[src/rtl/lsu_pkg.sv]
/* Shared types for the load/store unit. Address bit 31 selects the peripheral bus,
   so the local memory sees only the lower half of the address space */
`default_nettype none

package lsu_pkg;

    typedef logic [31:0] word_t;
    typedef logic [3:0]  id_t;
    typedef logic [3:0]  be_t;
    typedef logic [2:0]  fn3_t;

    // RV32 load/store width codes
    localparam fn3_t FN3_B  = 3'b000;
    localparam fn3_t FN3_H  = 3'b001;
    localparam fn3_t FN3_W  = 3'b010;
    localparam fn3_t FN3_BU = 3'b100;
    localparam fn3_t FN3_HU = 3'b101;

    // Standard mcause values
    typedef enum logic [4:0] {
        EXC_LOAD_MISALIGNED  = 5'd4,
        EXC_STORE_MISALIGNED = 5'd6
    } exc_code_t;

    localparam int PBUS_SELECT_BIT = 31;

    typedef struct packed {
        word_t      rs1;
        logic [11:0] offset;
        word_t      rs2;
        fn3_t       fn3;
        logic       load;
        logic       store;
        id_t        id;
    } ls_request_t;

    // Store data is already placed on its byte lanes
    typedef struct packed {
        word_t addr;
        be_t   be;
        word_t data;
        logic  re;
        logic  we;
    } sub_request_t;

    typedef struct packed {
        fn3_t       fn3;
        logic [1:0] byte_addr;
        id_t        id;
        logic       unit;       // 0 local, 1 peripheral
    } load_attr_t;

endpackage

`default_nettype wire

[src/rtl/load_writeback.sv]
/* Load result path. Sub-units must return loads in issue order, which the
   issue stage guarantees by holding unit switches */
`timescale 1ns/1ps
`default_nettype none

module load_writeback #(
    parameter int ATTR_DEPTH = 2
) (
    input  logic                clk,
    input  logic                rst,
    input  logic                load_push,
    input  lsu_pkg::load_attr_t push_attr,
    output logic                attr_full,
    output logic                attr_empty,
    input  logic                local_valid,
    input  logic                pbus_valid,
    input  lsu_pkg::word_t      local_data,
    input  lsu_pkg::word_t      pbus_data,
    output logic                wb_done,
    output lsu_pkg::id_t        wb_id,
    output lsu_pkg::word_t      wb_rd
);
    import lsu_pkg::*;

    localparam int PTR_W = (ATTR_DEPTH > 1) ? $clog2(ATTR_DEPTH) : 1;
    localparam int CNT_W = $clog2(ATTR_DEPTH + 1);

    load_attr_t       attr_q [ATTR_DEPTH];
    logic [PTR_W-1:0] wr_ptr;
    logic [PTR_W-1:0] rd_ptr;
    logic [CNT_W-1:0] count;
    logic             pop;
    load_attr_t       head;
    word_t            unit_data;
    logic [7:0]       sel_byte;
    logic [15:0]      sel_half;
    logic             is_signed;

    ////////////////////
    // Attributes FIFO
    assign pop = local_valid | pbus_valid;
    assign head = attr_q[rd_ptr];
    assign attr_full = (count == CNT_W'(ATTR_DEPTH));
    assign attr_empty = (count == '0);

    always_ff @(posedge clk) begin
        if (load_push)
            attr_q[wr_ptr] <= push_attr;
    end

    always_ff @(posedge clk) begin
        if (rst) begin
            wr_ptr <= '0;
            rd_ptr <= '0;
            count <= '0;
        end else begin
            if (load_push)
                wr_ptr <= (wr_ptr == PTR_W'(ATTR_DEPTH - 1)) ? '0 : wr_ptr + 1'b1;
            if (pop)
                rd_ptr <= (rd_ptr == PTR_W'(ATTR_DEPTH - 1)) ? '0 : rd_ptr + 1'b1;
            count <= count + CNT_W'(load_push) - CNT_W'(pop);
        end
    end

    ////////////////////
    // Result alignment
    assign unit_data = head.unit ? pbus_data : local_data;
    assign sel_byte = unit_data[head.byte_addr*8 +: 8];
    assign sel_half = head.byte_addr[1] ? unit_data[31:16] : unit_data[15:0];
    assign is_signed = ~head.fn3[2];

    always_comb begin
        case (head.fn3[1:0])
            FN3_B[1:0]: wb_rd = {{24{is_signed & sel_byte[7]}}, sel_byte};
            FN3_H[1:0]: wb_rd = {{16{is_signed & sel_half[15]}}, sel_half};
            default:    wb_rd = unit_data;
        endcase
    end

    assign wb_done = pop;
    assign wb_id = head.id;

endmodule

`default_nettype wire

[config.mk]
export PLATFORM = sky130hd
export DESIGN_NAME = load_writeback
export DESIGN_NICKNAME = d
export VERILOG_FILES = /design/src/rtl/lsu_pkg.sv /design/src/rtl/load_writeback.sv
export SDC_FILE = /design/constraint.sdc
export NUM_CORES = 1
export LEC_CHECK = 0
export ABC_AREA = 1
export BUFFER_PORTS_ARGS = -buffer_cell sky130_fd_sc_hd__buf_2
export CAP_MARGIN = 20
export CORE_UTILIZATION = 49
export DETAILED_ROUTE_END_ITERATION = 7
export GPL_ROUTABILITY_DRIVEN = 0
export PLACE_DENSITY = 0.87
export SLEW_MARGIN = 20
export SYNTH_ARGS = -nofsm -noshare
export SYNTH_HDL_FRONTEND = slang
export SYNTH_SLANG_ARGS = --single-unit
[constraint.sdc]
create_clock -name clk -period 4.4 [get_ports clk]
set_input_delay 0.88 -clock clk [delete_from_list [all_inputs] [get_ports clk]]
set_output_delay 0.88 -clock clk [all_outputs]
set_load 0.01 [all_outputs]
==> metrics.txt <==
DR iter-0 viols 194; Post-CTS Setup Repair Bufs 0; Post-CTS Hold Buffers 0; diode count 0; Die W 68.9 um; CP arrival 2640 ps; Initial Util 0.529; RSZ-0062 raised after global routing false; syn_nets 389; internal power component about 0.50 mW; # resized after CTS 0; Clock Root Buffer clkbuf_8; Via density a little over 5; max_cap viols 0; run status finished clean; LEAKAGE 1.60 nW; Least-Margin Pin Slew 845 ps; clk_lat worst skew 260 ps; FMAX 284 MHz; via count 2397; placed cells 462; clk sinks 25; hold_ws 538 ps; Synth area leader edfxtp_1; Clock Tree Buf Depth 2; Critical Path Max Stage Delay 570 ps; total gr overflow 0; Sw Share 0.381; critical-path cell list inv_2 -> nand2_2 -> nand2_2 -> inv_2 -> o21ai_0 -> or2_2 -> nand3_2 -> buf_2; clk slew on worst S/H paths 70 ps; TritonCTS clock tree yes; Synth area leaders edfxtp_1, nand2_1, nand3_2; IO buf count 117; CP max-delay cell dfxtp_1; DRT Pass-1 Iters 4; Post-Syn Area 0.00219 mm2; Final Util 0.675; initial antenna violation count 0; Netlist cell types 29; Synth Area per Inst about 7.1 um2; DIE AREA 0.00475 mm2; Setup CP Type reg2out; R2R depth 7; CTS Buf Count 3; Overall Power 0.816 mW; setup TNS 0 ps; # H-tree levels 1; Yosys warnings 0; Area Growth Syn to Fin 27.5%; CP Launch Type register; Seq pwr share 0.347; pwr/cell area 292 mW/mm2; share of cells above drive strength 1 0.428; post-DP HPWL approximately 4600 um; ANT nets after route 0; Setup-failing EPs final 0; Syn Inst Count 308; Critical Path RT roughly 3500 ps; vias in the first global route 1992; WL final approximately 5800 um; Critical R2R Launch count[0]; hold depth 2; Net Sw Power 0.311 mW; post-synth top area share 0.274; post-synthesis sequential area ratio 0.320; # rows 23; hold_sp rd_ptr; fin. max-slew vios 0; final std cells w/o fill 466; chip height 68.9 um; Fin Clk Skew 2.51 ps; R2R setup slack 3020 ps; global-route usage over all layers 0.233; Fin. Hold Viols 0; largest net degree at the start of global routing 43; Synth Register Bits 25; Max VDD drop roughly 0.00026 V; nets 498; FF-to-FF End count[1]; power share of the combinational group 0.500; Worst Hold Endpoint rd_ptr; kind of end point of the critical path output port; fin crit period 3520 ps; DR DRC count 0; global-route wire length before repair 8270 um; Ports around 120; critical path peak fanout 42; final cycle utilization of the critical path 0.800; Clock Power Share 0.153; Max-slew headroom 0.433; Hold Crit Class reg2reg; DR WL/cell 12.5 um; Core ar. 0.00414 mm2
[cell type report]
| class | count | area, um2 |
|---|---|---|
| Inverter | 31 | 116 |
| Sequential cell | 25 | 701 |
| Timing Repair Buffer | 117 | 586 |
| Tap cell | 50 | 62.6 |
| Clock buffer | 4 | 45.0 |
| Multi-Input combinational cell | 239 | 1280 |
| Fill cell | 359 | 1350 |
[metrics by stage]
stage | setup WS [ps] | instance area, um2
finish | 878 | 2800
global route | 628 | 2800
CTS | 875 | 2800
detailed placement | 1160 | 2750
global placement | 1260 | 2750
floorplan | 1920 | 2190
[placed cells by master, fill, tap and decap left out]
master / synthesis / routed
buf_2: 3 / 117
nand2_1: 108 / 108
nand3_1: 34 / 34
inv_1: 28 / 28
nand3_2: 23 / 23
or2_2: 20 / 20
edfxtp_1: 20 / 20
o21ai_0: 14 / 14
nor2_1: 12 / 12
o211ai_1: 7 / 7
nand2_2: 6 / 6
dfxtp_1: 5 / 5
inv_2: 3 / 3
clkbuf_8: 0 / 3
nor2_4: 2 / 2
xor2_1: 2 / 2
ha_1: 2 / 2
o21ai_4: 1 / 1
o21ai_1: 1 / 1
nand2_4: 1 / 1
and2_4: 1 / 1
nand3_4: 1 / 1
nand4_1: 1 / 1
or2_1: 1 / 1
nor3_1: 1 / 1
nor3b_1: 1 / 1
clkbuf_1: 3 / 1
[power by group through the flow]
| stage | registers (mW) | logic [mW] | clock network [mW] |
|---|---|---|---|
| after global routing | 0.285 | 0.457 | 0.134 |
| after floorplan | 0.284 | 0.276 | 0 |
| after global placement | 0.287 | 0.399 | 0 |
| after detailed placement | 0.288 | 0.407 | 0 |
| after CTS | 0.283 | 0.408 | 0.128 |
| final | 0.283 | 0.408 | 0.125 |
[logic make-up after synthesis]
kind of cell | after synthesis | synth area share
buf+inv | 44 | 0.0942
flops | 25 | 0.320
simple gates | 212 | 0.501
fa+ha+maj | 2 | 0.0114
xor+xnor | 2 | 0.00799
compound gates | 23 | 0.0656
[cell usage after synthesis]
cell	count
nand3_2	23
inv_2	3
nand4_1	1
and2_4	1
nor2_4	2
buf_1	1
xor2_1	2
nor2_1	12
clkbuf_1	3
nand3_1	34
nand2_2	6
buf_6	4
nand3_4	1
dfxtp_1	5
nor3b_1	1
or2_1	1
nor3_1	1
o21ai_1	1
o21ai_4	1
inv_1	28
or2_2	20
nand2_1	108
nand2_4	1
o21ai_0	14
buf_2	3
ha_1	2
edfxtp_1	20
o211ai_1	7
buf_4	2
[how the worst max path moves through the flow]
stage	endpoint	depth (start not counted)	startpoint
floorplan	wb_rd[16]	6	local_data[15]
global placement	wb_rd[11]	8	register
detailed placement	wb_rd[29]	8	register
CTS	wb_rd[29]	8	register
global route	wb_rd[12]	10	register
finish	wb_rd[29]	8	register
[sequential cells by signal, summed over array words and instances (netlist names), named ones only]
| register | cells |
|---|---|
| attr_q | 20 |
| count | 2 |
| rd_ptr | 1 |
| wr_ptr | 1 |
[routing by layer]
| layer | vias up | wire (um) | GRT usage |
|---|---|---|---|
| li1 | 1216 | - | - |
| met1 | 1053 | 2350 | 0.261 |
| met2 | 117 | 2910 | 0.438 |
| met3 | 11 | 487 | 0.0345 |
| met4 | 0 | 91 | 0.0918 |
| met5 | - | 0 | 0 |
[worst max-delay path: cells and delay by family (launching register included)]
kind | cells | cell delay, ps
buffers and inverters | 3 | 820
and+or+nand+nor | 4 | 760
DFF | 1 | 570
AOI/OAI and AO/OA | 1 | 220
Power figures use the tool's default switching activity.
