--- config.mk ---
export PLATFORM = sky130hd
export DESIGN_NAME = ls_issue
export DESIGN_NICKNAME = d
export VERILOG_FILES = /design/src/rtl/lsu_pkg.sv /design/src/rtl/ls_issue.sv
export SDC_FILE = /design/constraint.sdc
export NUM_CORES = 1
export LEC_CHECK = 0
export ABC_AREA = 1
export BUFFER_PORTS_ARGS = -buffer_cell sky130_fd_sc_hd__buf_2
export CAP_MARGIN = 20
export CORE_UTILIZATION = 40
export DETAILED_ROUTE_END_ITERATION = 6
export MAX_ROUTING_LAYER = met4
export PLACE_DENSITY = 0.9
export RECOVER_POWER = 50
export SYNTH_ARGS = -nofsm -noshare
export SYNTH_HDL_FRONTEND = slang
export SYNTH_SLANG_ARGS = --single-unit
export TNS_END_PERCENT = 50
--- constraint.sdc ---
create_clock -name clk -period 4.2 [get_ports clk]
set_input_delay 0.84 -clock clk [delete_from_list [all_inputs] [get_ports clk]]
set_output_delay 0.84 -clock clk [all_outputs]
set_load 0.02 [all_outputs]
--- src/rtl/lsu_pkg.sv ---
/* Shared types for the load/store unit. Address bit 31 selects the peripheral bus,
   so the local memory sees only the lower half of the address space */
`default_nettype none

package lsu_pkg;

    typedef logic [31:0] word_t;
    typedef logic [3:0]  id_t;
    typedef logic [3:0]  be_t;
    typedef logic [2:0]  fn3_t;

    // RV32 load/store width codes
    localparam fn3_t FN3_B  = 3'b000;
    localparam fn3_t FN3_H  = 3'b001;
    localparam fn3_t FN3_W  = 3'b010;
    localparam fn3_t FN3_BU = 3'b100;
    localparam fn3_t FN3_HU = 3'b101;

    // Standard mcause values
    typedef enum logic [4:0] {
        EXC_LOAD_MISALIGNED  = 5'd4,
        EXC_STORE_MISALIGNED = 5'd6
    } exc_code_t;

    localparam int PBUS_SELECT_BIT = 31;

    typedef struct packed {
        word_t      rs1;
        logic [11:0] offset;
        word_t      rs2;
        fn3_t       fn3;
        logic       load;
        logic       store;
        id_t        id;
    } ls_request_t;

    // Store data is already placed on its byte lanes
    typedef struct packed {
        word_t addr;
        be_t   be;
        word_t data;
        logic  re;
        logic  we;
    } sub_request_t;

    typedef struct packed {
        fn3_t       fn3;
        logic [1:0] byte_addr;
        id_t        id;
        logic       unit;       // 0 local, 1 peripheral
    } load_attr_t;

endpackage

`default_nettype wire

--- src/rtl/ls_issue.sv ---
/* Issue stage. Misaligned requests are accepted but reach no sub-unit, and
   the first exception blocks further issue until it is acknowledged */
`timescale 1ns/1ps
`default_nettype none

module ls_issue #(
    parameter int ATTR_DEPTH = 2
) (
    input  logic                 clk,
    input  logic                 rst,
    input  lsu_pkg::ls_request_t issue_req,
    input  logic                 issue_new_request,
    output logic                 issue_ready,
    input  logic                 local_ready,
    input  logic                 pbus_ready,
    input  logic                 attr_full,
    input  logic                 attr_empty,
    input  logic                 exception_ack,
    output logic                 exception_valid,
    output lsu_pkg::exc_code_t   exception_code,
    output lsu_pkg::word_t       exception_tval,
    output lsu_pkg::id_t         exception_id,
    output lsu_pkg::sub_request_t sub_req,
    output logic                 local_request,
    output logic                 pbus_request,
    output logic                 load_push,
    output lsu_pkg::load_attr_t  push_attr,
    output logic                 idle
);
    import lsu_pkg::*;

    // A single-entry FIFO never has two loads in flight
    localparam bit SWITCH_CHECK = (ATTR_DEPTH > 1);

    word_t addr;
    be_t   be;
    word_t store_data;
    logic  misaligned;
    logic  sel_pbus;
    logic  unit_ready;
    logic  accept;
    logic  new_exception;
    logic  last_unit;
    logic  unit_switch;
    logic  switch_in_progress;
    logic  switch_hold;

    ////////////////////
    // Address and lanes
    assign addr = issue_req.rs1 + {{20{issue_req.offset[11]}}, issue_req.offset};

    always_comb begin
        case (issue_req.fn3)
            FN3_H, FN3_HU: misaligned = addr[0];
            FN3_W:         misaligned = |addr[1:0];
            default:       misaligned = 1'b0;
        endcase
    end

    always_comb begin
        be = '0;
        case (issue_req.fn3[1:0])
            FN3_B[1:0]: be[addr[1:0]] = 1'b1;
            FN3_H[1:0]: be = addr[1] ? 4'b1100 : 4'b0011;
            default:    be = '1;
        endcase
    end

    // Replicate narrow store data over all lanes
    always_comb begin
        case (issue_req.fn3[1:0])
            FN3_B[1:0]: store_data = {4{issue_req.rs2[7:0]}};
            FN3_H[1:0]: store_data = {2{issue_req.rs2[15:0]}};
            default:    store_data = issue_req.rs2;
        endcase
    end

    ////////////////////
    // Unit select and switch hold
    assign sel_pbus = addr[PBUS_SELECT_BIT];
    assign unit_ready = sel_pbus ? pbus_ready : local_ready;

    // New load to other unit waits for outstanding loads to drain
    assign unit_switch = SWITCH_CHECK & issue_req.load & (sel_pbus != last_unit) & ~attr_empty;
    assign switch_hold = unit_switch | switch_in_progress;

    assign issue_ready = unit_ready & ~attr_full & ~exception_valid & ~switch_hold;
    assign accept = issue_new_request & issue_ready;
    assign new_exception = accept & misaligned;

    assign local_request = accept & ~misaligned & ~sel_pbus;
    assign pbus_request = accept & ~misaligned & sel_pbus;
    assign load_push = accept & ~misaligned & issue_req.load;

    assign sub_req = '{addr: addr, be: be, data: store_data,
                       re: issue_req.load, we: issue_req.store};
    assign push_attr = '{fn3: issue_req.fn3, byte_addr: addr[1:0],
                         id: issue_req.id, unit: sel_pbus};

    assign idle = attr_empty & local_ready & pbus_ready;

    always_ff @(posedge clk) begin
        if (rst) begin
            last_unit <= 1'b0;
            switch_in_progress <= 1'b0;
            exception_valid <= 1'b0;
        end else begin
            if (load_push)
                last_unit <= sel_pbus;
            switch_in_progress <= (switch_in_progress | unit_switch) & ~attr_empty;
            exception_valid <= (exception_valid & ~exception_ack) | new_exception;
        end
    end

    ////////////////////
    // Exception details
    always_ff @(posedge clk) begin
        if (new_exception) begin
            exception_code <= issue_req.store ? EXC_STORE_MISALIGNED : EXC_LOAD_MISALIGNED;
            exception_tval <= addr;
            exception_id <= issue_req.id;
        end
    end

endmodule

`default_nettype wire

==> run_results.csv <==
group,metric,value,unit
synth,ys_seq_area_share,33.4,%
synth,synth_edf_count,37,
finish,drive_above_1_share,29.3,%
detailed_routing,dr_wl_met3,686,um
synth,ys_types,37,
detailed_routing,vias_per_cell,4.98,
sta,hold_viol_final,0,
global_route,grt_start_max_net_pins,39,
synth,synthTopCellsByCount,"nand2_1 (127), inv_1 (49), edfxtp_1 (37), nor2_1 (37)",
power,leakagePower,2.36,nW
worst_setup_path,end_kind,"primary output",
worst_setup_path,startpoint_type,"input pin",
floorplanning,ios,220,
synth,synth_top_area_share,31.7,%
clock_network,clkSinkCount,40,
hold_path,min_path_type,"register to register",
synth,synthCells,457,
finish,nFillCells,826,
floorplanning,start_util,42.0,%
finish,fin_util,55.5,%
synth,synth.most_common_cell,"nand2_1",
power,p_int,0.806,mW
global_route,grt_usage,22.0,%
sta,tightest_slew,854,ps
power,power_density,299,mW/mm^2
power,power_frac_seq,33.3,%
clock_network,cts-root-buf,"clkbuf_8",
clock_network,cts_hold_buf,0,
detailed_routing,ant_nets,0,
finish,num_antenna_cells,0,
flow_run,max_cap_viol_count,0,
sta,post-route-period-util,97.5,%
detailed_routing,wl_met1,3.95,mm
synth,yosys.area.top_type,"edfxtp_1",
floorplanning,die_w,95.6,um
worst_setup_path,arrival,3250,ps
detailed_routing,dr.pass1.iters,4,
sta,skew,5.33,ps
sta,fmax,244,MHz
sta,final.min_clock_period,4090,ps
global_route,grt_pass1_wl,15.4,mm
floorplanning,die_h,95.6,um
clock_network,clock_path_buffers,2,
power,combPwrFrac,48.1,%
power,switching_power,0.581,mW
synth,yosysWarnings,0,
global_route,overflow,0,
clock_network,cts_tree,"yes",
worst_setup_path,path_class,"input pin to primary output",
power,pwr-share-clk,18.6,%
clock_network,post_cts_buffers,0,
placed_design,dp_cells,755,
power,swShare,41.9,%
sta,setup_violations,0,
worst_setup_path,crit_required,3360,ps
sta,slew_violations,0,
detailed_routing,wl_met2,5.44,mm
detailed_routing,dr.max_layer_used,"met4",
status,status,"completed",
clock_network,h-tree-depth,2,
power,peakVddDrop,0.000129,V
placed_design,port_buffers,215,
synth,synth_area_leaders,"edfxtp_1 (32%), nand2_1 (14%), ha_1 (11%)",
sta,slew-limit-headroom,43.1,%
placed_design,routabilityCongestion,0.860,
hold_path,hold_start,"exception_valid",
global_route,antenna_found_initial,0,
floorplanning,core_area,0.00834,mm^2
finish,syn2layout_area_growth,32.1,%
clock_network,clk_pin_slew,80,ps
floorplanning,floorplan.rows,33,
synth,syn_avg_cell_area,7.67,um^2
global_route,grt_pass1_vias,3541,
worst_setup_path,rr_startpoint,"exception_valid",
placed_design,hpwl,8.46,mm
detailed_routing,drt_iter0_drc,103,
detailed_routing,drc,0,
clock_network,cts_buffers,5,
synth,synth_ff_type,"edfxtp_1",
worst_setup_path,cp_max_fo,3,
clock_network,post_cts_resized,0,
finish,final_cells,763,
floorplanning,dieArea,0.00914,mm^2
detailed_routing,routed_wl,10.3,mm
detailed_routing,via_count,3803,
finish,finalNetCount,782,
synth,ys_ff_latch,40,
synth,synthArstFlopShare,0,%
synth,syn-cell-area,0.00351,mm^2
worst_setup_path,crit_start,"issue_req[41]",
detailed_routing,wire_per_inst,13.5,um
clock_network,clkLatencyLatePin,290,ps
power by group through the flow:
stage	clock network (mW)	registers, mW	logic, mW
2_1_floorplan	0	0.480	0.440
3_3_place_gp	0	0.471	0.649
3_5_place_dp	0	0.471	0.658
4_1_cts	0.265	0.462	0.662
5_1_grt	0.279	0.463	0.727
6_report	0.258	0.462	0.666
cell families (layout without fill, tap and decap cells):
family          Yosys count  after routing  synth area share [%]
flops                    40             40                  33.4
simple gates            202            202                  24.4
fa+ha+maj                32             32                  11.6
other cells               2              4                 0.214
xor+xnor                 30             30                  7.49
compound gates           70             70                  11.6
buf+inv                  81            280                  11.2
placed cells by master (no fill, tap or decap), types with 2 or more instances in the layout:
master    netlist  layout
inv_2           4       4
clkbuf_8        0       5
xnor2_1        12      12
buf_4          24       6
a21oi_2         0       3
a21o_1          4       4
clkbuf_1        3      59
o211ai_1        5       5
a31oi_1         5       5
nand2_2         7       7
nand3_1        16      16
o21a_1          2       2
clkinv_2        0       2
ha_1           31      29
nor3_1          2       2
a31o_2          2       2
ha_4            0       2
conb_1          2       4
o21ai_1         2       2
nand2_1       127     127
inv_1          49      49
dfxtp_1         3       3
nor2_1         37      37
o21ai_0        15      15
a21oi_1        31      28
nand4_1         3       3
edfxtp_1       37      37
xor2_1         18      18
nor2_2          2       2
buf_2           0     153
nor2_4          2       2
worst max-delay path: stages:
cell and delay, ps:
buf_2 100, ha_1 220, fa_1 430, nand3_1 100, nand2_1 80, nand3_1 70
nand2_1 90, nand2_1 110, nand2_1 100, nand4_1 90, nand2_1 120, nand3_1 100
nand2_1 100, nand2_1 90, nand2_1 110, a21oi_2 170, xnor2_1 160, buf_4 180
path summary, 6_finish.rpt:
kind	to	slack [ps]	depth (start not counted)
setup reg to reg	exception_tval[8]	2570	7
hold / removal	exception_valid	540	2
setup / recovery	sub_req[62]	110	18
hold reg to reg	exception_valid	540	2
final cells by class:
class | instances | area, um^2 | area share (%)
Clock buffer | 5 | 68.8 | 1.49
Clock inverter | 3 | 18.8 | 0.405
Inverter | 53 | 199 | 4.29
Multi-Input combinational cell | 338 | 1990 | 43.0
Sequential cell | 40 | 1170 | 25.3
Tap cell | 105 | 131 | 2.84
Timing Repair Buffer | 219 | 1050 | 22.7
through the flow:
step	worst slack [ps]	TNS (ps)	instance area [um^2]	total power [mW]	hold slack, ps
2_1_floorplan	27.7	0	3510	0.920	507
3_3_place_gp	132	0	4570	1.12	498
3_5_place_dp	64.0	0	4570	1.13	511
4_1_cts	38.5	0	4660	1.39	532
5_1_grt	-1.79	-1.79	4630	1.47	610
6_report	106	0	4630	1.39	545
state kept, by name, summed over array words and instances, names as in the netlist:
signal and count:
exception_code 1, exception_id 4, exception_tval 32, exception_valid 1, last_unit 1, switch_in_progress 1
metal layers:
layer  GRT usage [%]  up-vias
met5               -        -
met4            8.46        0
met3            2.87       22
met2            41.6      180
met1            23.1     1721
li1                -     1880
Power figures use the tool's default switching activity.
