### src/rtl/lsu_pkg.sv
/* Shared types for the load/store unit. Address bit 31 selects the peripheral bus,
   so the local memory sees only the lower half of the address space */
`default_nettype none

package lsu_pkg;

    typedef logic [31:0] word_t;
    typedef logic [3:0]  id_t;
    typedef logic [3:0]  be_t;
    typedef logic [2:0]  fn3_t;

    // RV32 load/store width codes
    localparam fn3_t FN3_B  = 3'b000;
    localparam fn3_t FN3_H  = 3'b001;
    localparam fn3_t FN3_W  = 3'b010;
    localparam fn3_t FN3_BU = 3'b100;
    localparam fn3_t FN3_HU = 3'b101;

    // Standard mcause values
    typedef enum logic [4:0] {
        EXC_LOAD_MISALIGNED  = 5'd4,
        EXC_STORE_MISALIGNED = 5'd6
    } exc_code_t;

    localparam int PBUS_SELECT_BIT = 31;

    typedef struct packed {
        word_t      rs1;
        logic [11:0] offset;
        word_t      rs2;
        fn3_t       fn3;
        logic       load;
        logic       store;
        id_t        id;
    } ls_request_t;

    // Store data is already placed on its byte lanes
    typedef struct packed {
        word_t addr;
        be_t   be;
        word_t data;
        logic  re;
        logic  we;
    } sub_request_t;

    typedef struct packed {
        fn3_t       fn3;
        logic [1:0] byte_addr;
        id_t        id;
        logic       unit;       // 0 local, 1 peripheral
    } load_attr_t;

endpackage

`default_nettype wire

### src/rtl/pbus_sub_unit.sv
/* Peripheral bus master, one access at a time. The device must ack no
   earlier than the cycle after the strobe */
`timescale 1ns/1ps
`default_nettype none

module pbus_sub_unit (
    input  logic                  clk,
    input  logic                  rst,
    input  lsu_pkg::sub_request_t sub_req,
    input  logic                  request,
    output logic                  ready,
    output logic                  data_valid,
    output lsu_pkg::word_t        read_data,
    output logic                  pbus_req,
    output logic                  pbus_we,
    output lsu_pkg::word_t        pbus_addr,
    output lsu_pkg::be_t          pbus_be,
    output lsu_pkg::word_t        pbus_wdata,
    input  logic                  pbus_ack,
    input  lsu_pkg::word_t        pbus_rdata
);
    import lsu_pkg::*;

    typedef enum logic {
        idle,
        wait_ack
    } state_t;

    state_t       state;
    sub_request_t req_q;

    assign ready = (state == idle);

    always_ff @(posedge clk) begin
        if (rst) begin
            state <= idle;
            pbus_req <= 1'b0;
        end else begin
            // Strobe only in the first cycle of the access
            pbus_req <= request & ready;
            case (state)
                idle:     if (request) state <= wait_ack;
                wait_ack: if (pbus_ack) state <= idle;
                default:  state <= idle;
            endcase
        end
    end

    always_ff @(posedge clk) begin
        if (request & ready)
            req_q <= sub_req;
    end

    assign pbus_addr = req_q.addr;
    assign pbus_we = req_q.we;
    assign pbus_be = req_q.be;
    assign pbus_wdata = req_q.data;

    // Stores finish silently on ack
    assign data_valid = (state == wait_ack) & pbus_ack & req_q.re;
    assign read_data = pbus_rdata;

endmodule

`default_nettype wire

### config.mk
export PLATFORM = sky130hd
export DESIGN_NAME = pbus_sub_unit
export DESIGN_NICKNAME = d
export VERILOG_FILES = /design/src/rtl/lsu_pkg.sv /design/src/rtl/pbus_sub_unit.sv
export SDC_FILE = /design/constraint.sdc
export NUM_CORES = 1
export LEC_CHECK = 0
export ABC_AREA = 0
export BUFFER_PORTS_ARGS = -buffer_cell sky130_fd_sc_hd__buf_2
export CORE_MARGIN = 8
export CORE_UTILIZATION = 44
export CTS_BUF_LIST = sky130_fd_sc_hd__clkbuf_16
export CTS_CLUSTER_DIAMETER = 40
export CTS_CLUSTER_SIZE = 8
export DETAILED_ROUTE_END_ITERATION = 10
export PLACE_DENSITY = 0.92
export SLEW_MARGIN = 40
export SYNTH_ARGS = -nofsm -noshare
export SYNTH_HDL_FRONTEND = slang
export SYNTH_SLANG_ARGS = --single-unit
export TNS_END_PERCENT = 1
### constraint.sdc
create_clock -name clk -period 4.1 [get_ports clk]
set_input_delay 0.41 -clock clk [delete_from_list [all_inputs] [get_ports clk]]
set_output_delay 0.41 -clock clk [all_outputs]
set_load 0.05 [all_outputs]
==> results of run 1 <==
layout make-up:
type,count,share of cell area
clock buffers,9,0.0671
clock inverters,7,0.0328
inverters,1,0.00112
multi-input cells,5,0.0116
flip-flops and latches,72,0.638
well taps,77,0.0287
repair buffers,147,0.221
cells in the final DEF (no fill, tap or decap):
cell type	n
nor2b_4	1
bufinv_16	3
a211oi_1	1
clkinv_2	1
clkbuf_16	9
and3_2	1
nor2_1	1
clkinvlp_4	1
nor2b_1	1
inv_1	1
clkinv_1	2
dfxtp_1	2
buf_2	145
buf_4	2
edfxtp_1	70
routing by layer:
metal	share of wire	vias up	track usage	routed length, µm
met4	0.027	0	0.0688	160
met5	0	-	0	0
li1	-	629	-	-
met3	0.13	28	0.0747	752
met1	0.32	600	0.102	1920
met2	0.52	95	0.210	3130
worst register-to-register path: stages, from the launching register on:
cell and delay (ns):
dfxtp_1 0.36, nor2b_4 0.35, buf_4 0.43
cells by family (layout without fill, tap and decap cells):
logic type / Yosys count / count (layout) / share of synthesized area
flip-flops: 72 / 72 / 0.731
AND/OR/NAND/NOR: 4 / 4 / 0.00897
AO/OA/AOI/OAI: 1 / 1 / 0.00256
buffers and inverters: 101 / 164 / 0.257
where the power goes:
part           total (W)  internal (W)  switching [W]  leakage [nW]
Combinational   0.000248     0.0000548       0.000194         0.604
Clock           0.000853      0.000588       0.000265         0.161
Sequential      0.000873      0.000862      0.0000112         0.686
synth_stat cells (all sizes together):
cell / n
a211oi: 1
buf: 100
nor2b: 2
nor2: 1
and3: 1
inv: 1
edfxtp: 70
dfxtp: 2
metrics by stage:
step	instance area (µm²)	utilization
3_3_place_gp	3020	0.473
3_5_place_dp	3020	0.473
4_1_cts	3360	0.526
6_report	3360	0.526
2_1_floorplan	2930	-
5_1_grt	3360	0.526
flip-flops by register name, indices dropped and copies added, names as in the netlist:
register,count
pbus_addr,32
pbus_be,4
pbus_req,1
pbus_wdata,32
pbus_we,1
req_q,1
state,1
final timing paths:
kind	start	endpoint	slack, ns
hold / removal	sub_req[55]	pbus_addr[17]	0.27
setup / recovery	state	data_valid	2.47
setup reg to reg	state	pbus_addr[19]	2.60
hold reg to reg	state	state	0.58
==> flow_metrics.tcl, run 1 <==
set metrics [dict create \
    hp-class "primary input to register" \
    drcViolationCount 0 \
    ys_types 9 \
    ys_ff_latch 72 \
    period_share 0.399 \
    cp-end-kind "output port" \
    yosys_warnings 0 \
    powerDensity_nw_per_um2 588 \
    area_delta_synth_final_pct 14.6 \
    path_clk_slew_ns 0.05 \
    path_cells "and3_2, buf_2" \
    tns_ns 0 \
    ir_drop_v 0.000400 \
    die-area_um2 9530 \
    fin_ws_ns 2.47 \
    syn-cell-area_um2 2930 \
    ctsRootBufferMaster "clkbuf_16" \
    finalHoldViolations 0 \
    vias 1352 \
    cp_slowest_stage_delay_ns 0.43 \
    ff_latch_area_um2 2140 \
    p_leak_nw 1.45 \
    numPlacedInstances 302 \
    fin_nets 342 \
    core_um2 6390 \
    grt_pass1_vias 1627 \
    min_period_ns 1.63 \
    cp.required_ns 3.69 \
    multiInputGateArea_um2 38.8 \
    drt_iter0_drc 28 \
    slew_violations 0 \
    yosys.area.top_type_share 0.717 \
    antenna_found_initial 0 \
    cp.depth 2 \
    dp_hpwl_um 4920 \
    rr_worst_depth 2 \
    cp_data_arrival_time_ns 1.22 \
    setup_violations 0 \
    diodes 0 \
    hold_ws_ns 0.267 \
    htree_levels 3 \
    max-cap-violations 0 \
    grt_pass1_wl_um 8710 \
    clkLatencyLatePin_ns 0.31 \
    outcome "finished, final reports clean" \
    cp_slowest_cell "dfxtp_1" \
    initial_core_util 0.459 \
    timing.critical_path.buf_inv 1 \
    post-cts-setup-buffer-count 0 \
    postCtsResizedCells 0 \
    fmax_ghz 0.612 \
    synth_top_area_cell "edfxtp_1" \
    cp-start-kind "register" \
    cts_tree "built" \
    fin_skew_ns 0.00249 \
    hold_depth 1 \
    die_y_um 97.6 \
    grt_max_degree 33 \
    clock_path_buffers 2 \
    place.gp.congestion 0.678 \
    wl_um 5970 \
    drive_above_1_share 0.676 \
    worstSetupPathType "register to output port" \
    cts.sinks 72 \
    overflow 0 \
    wl_per_cell_um 18.8 \
    synth.area.top_cells "edfxtp_1 72%, buf_4 26%, dfxtp_1 1.4%, nor2b_2 0.30%, a211oi_1 0.26%" \
    vias_per_cell 4.25 \
    cts_hold_buf 0 \
    port_buffers 145 \
    worst_slew_pin_slew_ns 0.381 \
    critical-path-top-delay-family "flip-flops" \
    ant_nets 0 \
    rsz0062_at_grt "false" \
    nFillCells 537 \
    synth_cells 178 \
    relSlewSlack 0.746 \
    cts_buffers 9 \
    syn_avg_cell_area_um2 16.5 \
    rows 29 \
    grt_use_total 0.120 \
    fin_cells 318 \
    ys_seq_area_frac 0.731 \
    power_w 0.00197 \
    dpl_worst_slack_ns 2.42 \
    cp_max_fo 5 \
    top_level_ports 210 \
    syn_nets 284 \
    die_w_um 97.6 \
    drt_pass1_iterations 2 \
]
No activity file was read; power rests on OpenSTA's default activity.
==> inputs of run 2 (changes only) <==
--- a/config.mk
+++ b/config.mk
@@ -8,12 +8,12 @@
 export ABC_AREA = 0
 export BUFFER_PORTS_ARGS = -buffer_cell sky130_fd_sc_hd__buf_2
 export CORE_MARGIN = 8
-export CORE_UTILIZATION = 44
+export CORE_UTILIZATION = 41
 export CTS_BUF_LIST = sky130_fd_sc_hd__clkbuf_16
 export CTS_CLUSTER_DIAMETER = 40
 export CTS_CLUSTER_SIZE = 8
 export DETAILED_ROUTE_END_ITERATION = 10
-export PLACE_DENSITY = 0.92
+export PLACE_DENSITY = 0.87
 export SLEW_MARGIN = 40
 export SYNTH_ARGS = -nofsm -noshare
 export SYNTH_HDL_FRONTEND = slang
==> constraint.sdc (replaced) <==
create_clock -name clk -period 1.54 [get_ports clk]
set_input_delay 0.154 -clock clk [delete_from_list [all_inputs] [get_ports clk]]
set_output_delay 0.154 -clock clk [all_outputs]
set_load 0.05 [all_outputs]
==> flow_metrics.tcl, run 2 (synthesized netlist as in run 1, its figures left out) <==
set metrics [dict create \
    post-cts-setup-buffer-count 0 \
    clock_path_buffers 2 \
    area_delta_synth_final_pct 29.5 \
    drcViolationCount 0 \
    power_w 0.00506 \
    clkLatencyLatePin_ns 0.32 \
    period_share 0.841 \
    initial_core_util 0.413 \
    critical-path-top-delay-family "flip-flops" \
    slew_violations 0 \
    setup_violations 0 \
    p_leak_nw 1.62 \
    relSlewSlack 0.820 \
    nFillCells 607 \
    grt_use_total 0.132 \
    cp_slowest_cell "dfxtp_2" \
    drive_above_1_share 0.577 \
    grt_pass1_vias 1859 \
    ctsRootBufferMaster "clkbuf_16" \
    diodes 0 \
    final_common_cell "buf_2" \
    grt_pass1_wl_um 9710 \
    worst_slew_pin_slew_ns 0.272 \
    fmax_ghz 0.772 \
    cp.required_ns 1.39 \
    cp_slowest_stage_delay_ns 0.38 \
    cts.sinks 72 \
    port_buffers 145 \
    hp-class "primary input to register" \
    rsz0062_at_grt "false" \
    postCtsResizedCells 0 \
    wl_um 6690 \
    max-cap-violations 0 \
    die-area_um2 10100 \
    top_level_ports 210 \
    antenna_found_initial 0 \
    cp-start-kind "register" \
    overflow 0 \
    cts_buffers 9 \
    worstSetupPathType "register to output port" \
    cp_max_fo 5 \
    wl_per_cell_um 17.5 \
    htree_levels 3 \
    ir_drop_v 0.000851 \
    path_clk_slew_ns 0.06 \
    tns_ns 0 \
    core_um2 7100 \
    reg2reg_slack_ns 0.43 \
    vias 1586 \
    path_cells "and3_2, buf_2" \
    rows 31 \
    outcome "finished, final reports clean" \
    fin_nets 385 \
    drt_iter0_drc 53 \
    vias_per_cell 4.14 \
    post-route-util 0.535 \
    die_y_um 101 \
    fin_skew_ns 0.00987 \
    ant_nets 0 \
    drt_pass1_iterations 4 \
    place.gp.congestion 0.714 \
    cp_data_arrival_time_ns 1.14 \
    timing.critical_path.buf_inv 1 \
    cts_hold_buf 37 \
    cts_tree "built" \
    grt_max_degree 38 \
    min_period_ns 1.30 \
    final_cell_mix "145 x buf_2, 70 x edfxtp_1, 43 x dlygate4sd3_1, 9 x clkbuf_16" \
    powerDensity_nw_per_um2 1330 \
    die_w_um 101 \
    cp-end-kind "output port" \
    finalHoldViolations 0 \
]
-- run 2: cell types whose count changed in the layout (fill, tap and decap cells not counted), sizes merged --
cell and change:
clkinv +1, inv +1, dlygate4sd3 +43, bufinv -2
-- run 2: final cells by class --
| class | count | area (µm²) | share of cell area |
|---|---|---|---|
| Clock buffer | 9 | 225 | 0.0593 |
| Sequential cell | 72 | 2140 | 0.565 |
| Clock inverter | 7 | 63.8 | 0.0168 |
| Timing Repair Buffer | 190 | 1200 | 0.315 |
| Inverter | 1 | 3.75 | 0.000989 |
| Multi-Input combinational cell | 5 | 38.8 | 0.0102 |
| Tap cell | 99 | 124 | 0.0326 |
-- run 2: metrics by stage --
stage | instances | hold WS, ns | worst slack, ns | cell area, µm²
2_1_floorplan | 178 | 0.225 | -0.263 | 2940
3_3_place_gp | 324 | 0.308 | 0.495 | 3080
3_5_place_dp | 324 | 0.308 | 0.451 | 3080
4_1_cts | 377 | 0.000349 | 0.238 | 3730
5_1_grt | 383 | 0.000869 | 0.196 | 3790
6_report | 383 | 0.0119 | 0.245 | 3790
-- run 2: report_power, final --
| group | total, W | internal, W | switching (W) |
|---|---|---|---|
| sequential | 0.00232 | 0.00229 | 0.0000295 |
| clock | 0.00197 | 0.00124 | 0.000734 |
| combinational | 0.000766 | 0.000228 | 0.000538 |
| total | 0.00506 | 0.00376 | 0.00130 |
-- run 2: worst paths after layout --
path / to / cells past startpoint / from
worst max-delay path: data_valid / 2 / state
worst min-delay path: pbus_wdata[21] / 1 / sub_req[23]
worst max register to register: pbus_addr[15] / 2 / state
worst min register to register: state / 1 / state
-- run 2: layer usage --
layer  vias to the layer above  GRT usage  wire (µm)
li1                        715          -          -
met1                       729      0.100       1920
met2                       105      0.235       3570
met3                        37     0.0801        852
met4                         0     0.0988        346
met5                         -          0          0
-- run 2: worst reg2reg max path: stages, from the launching register on --
cell and delay [ns]:
dfxtp_2 0.35, nor2b_4 0.19, buf_12 0.23
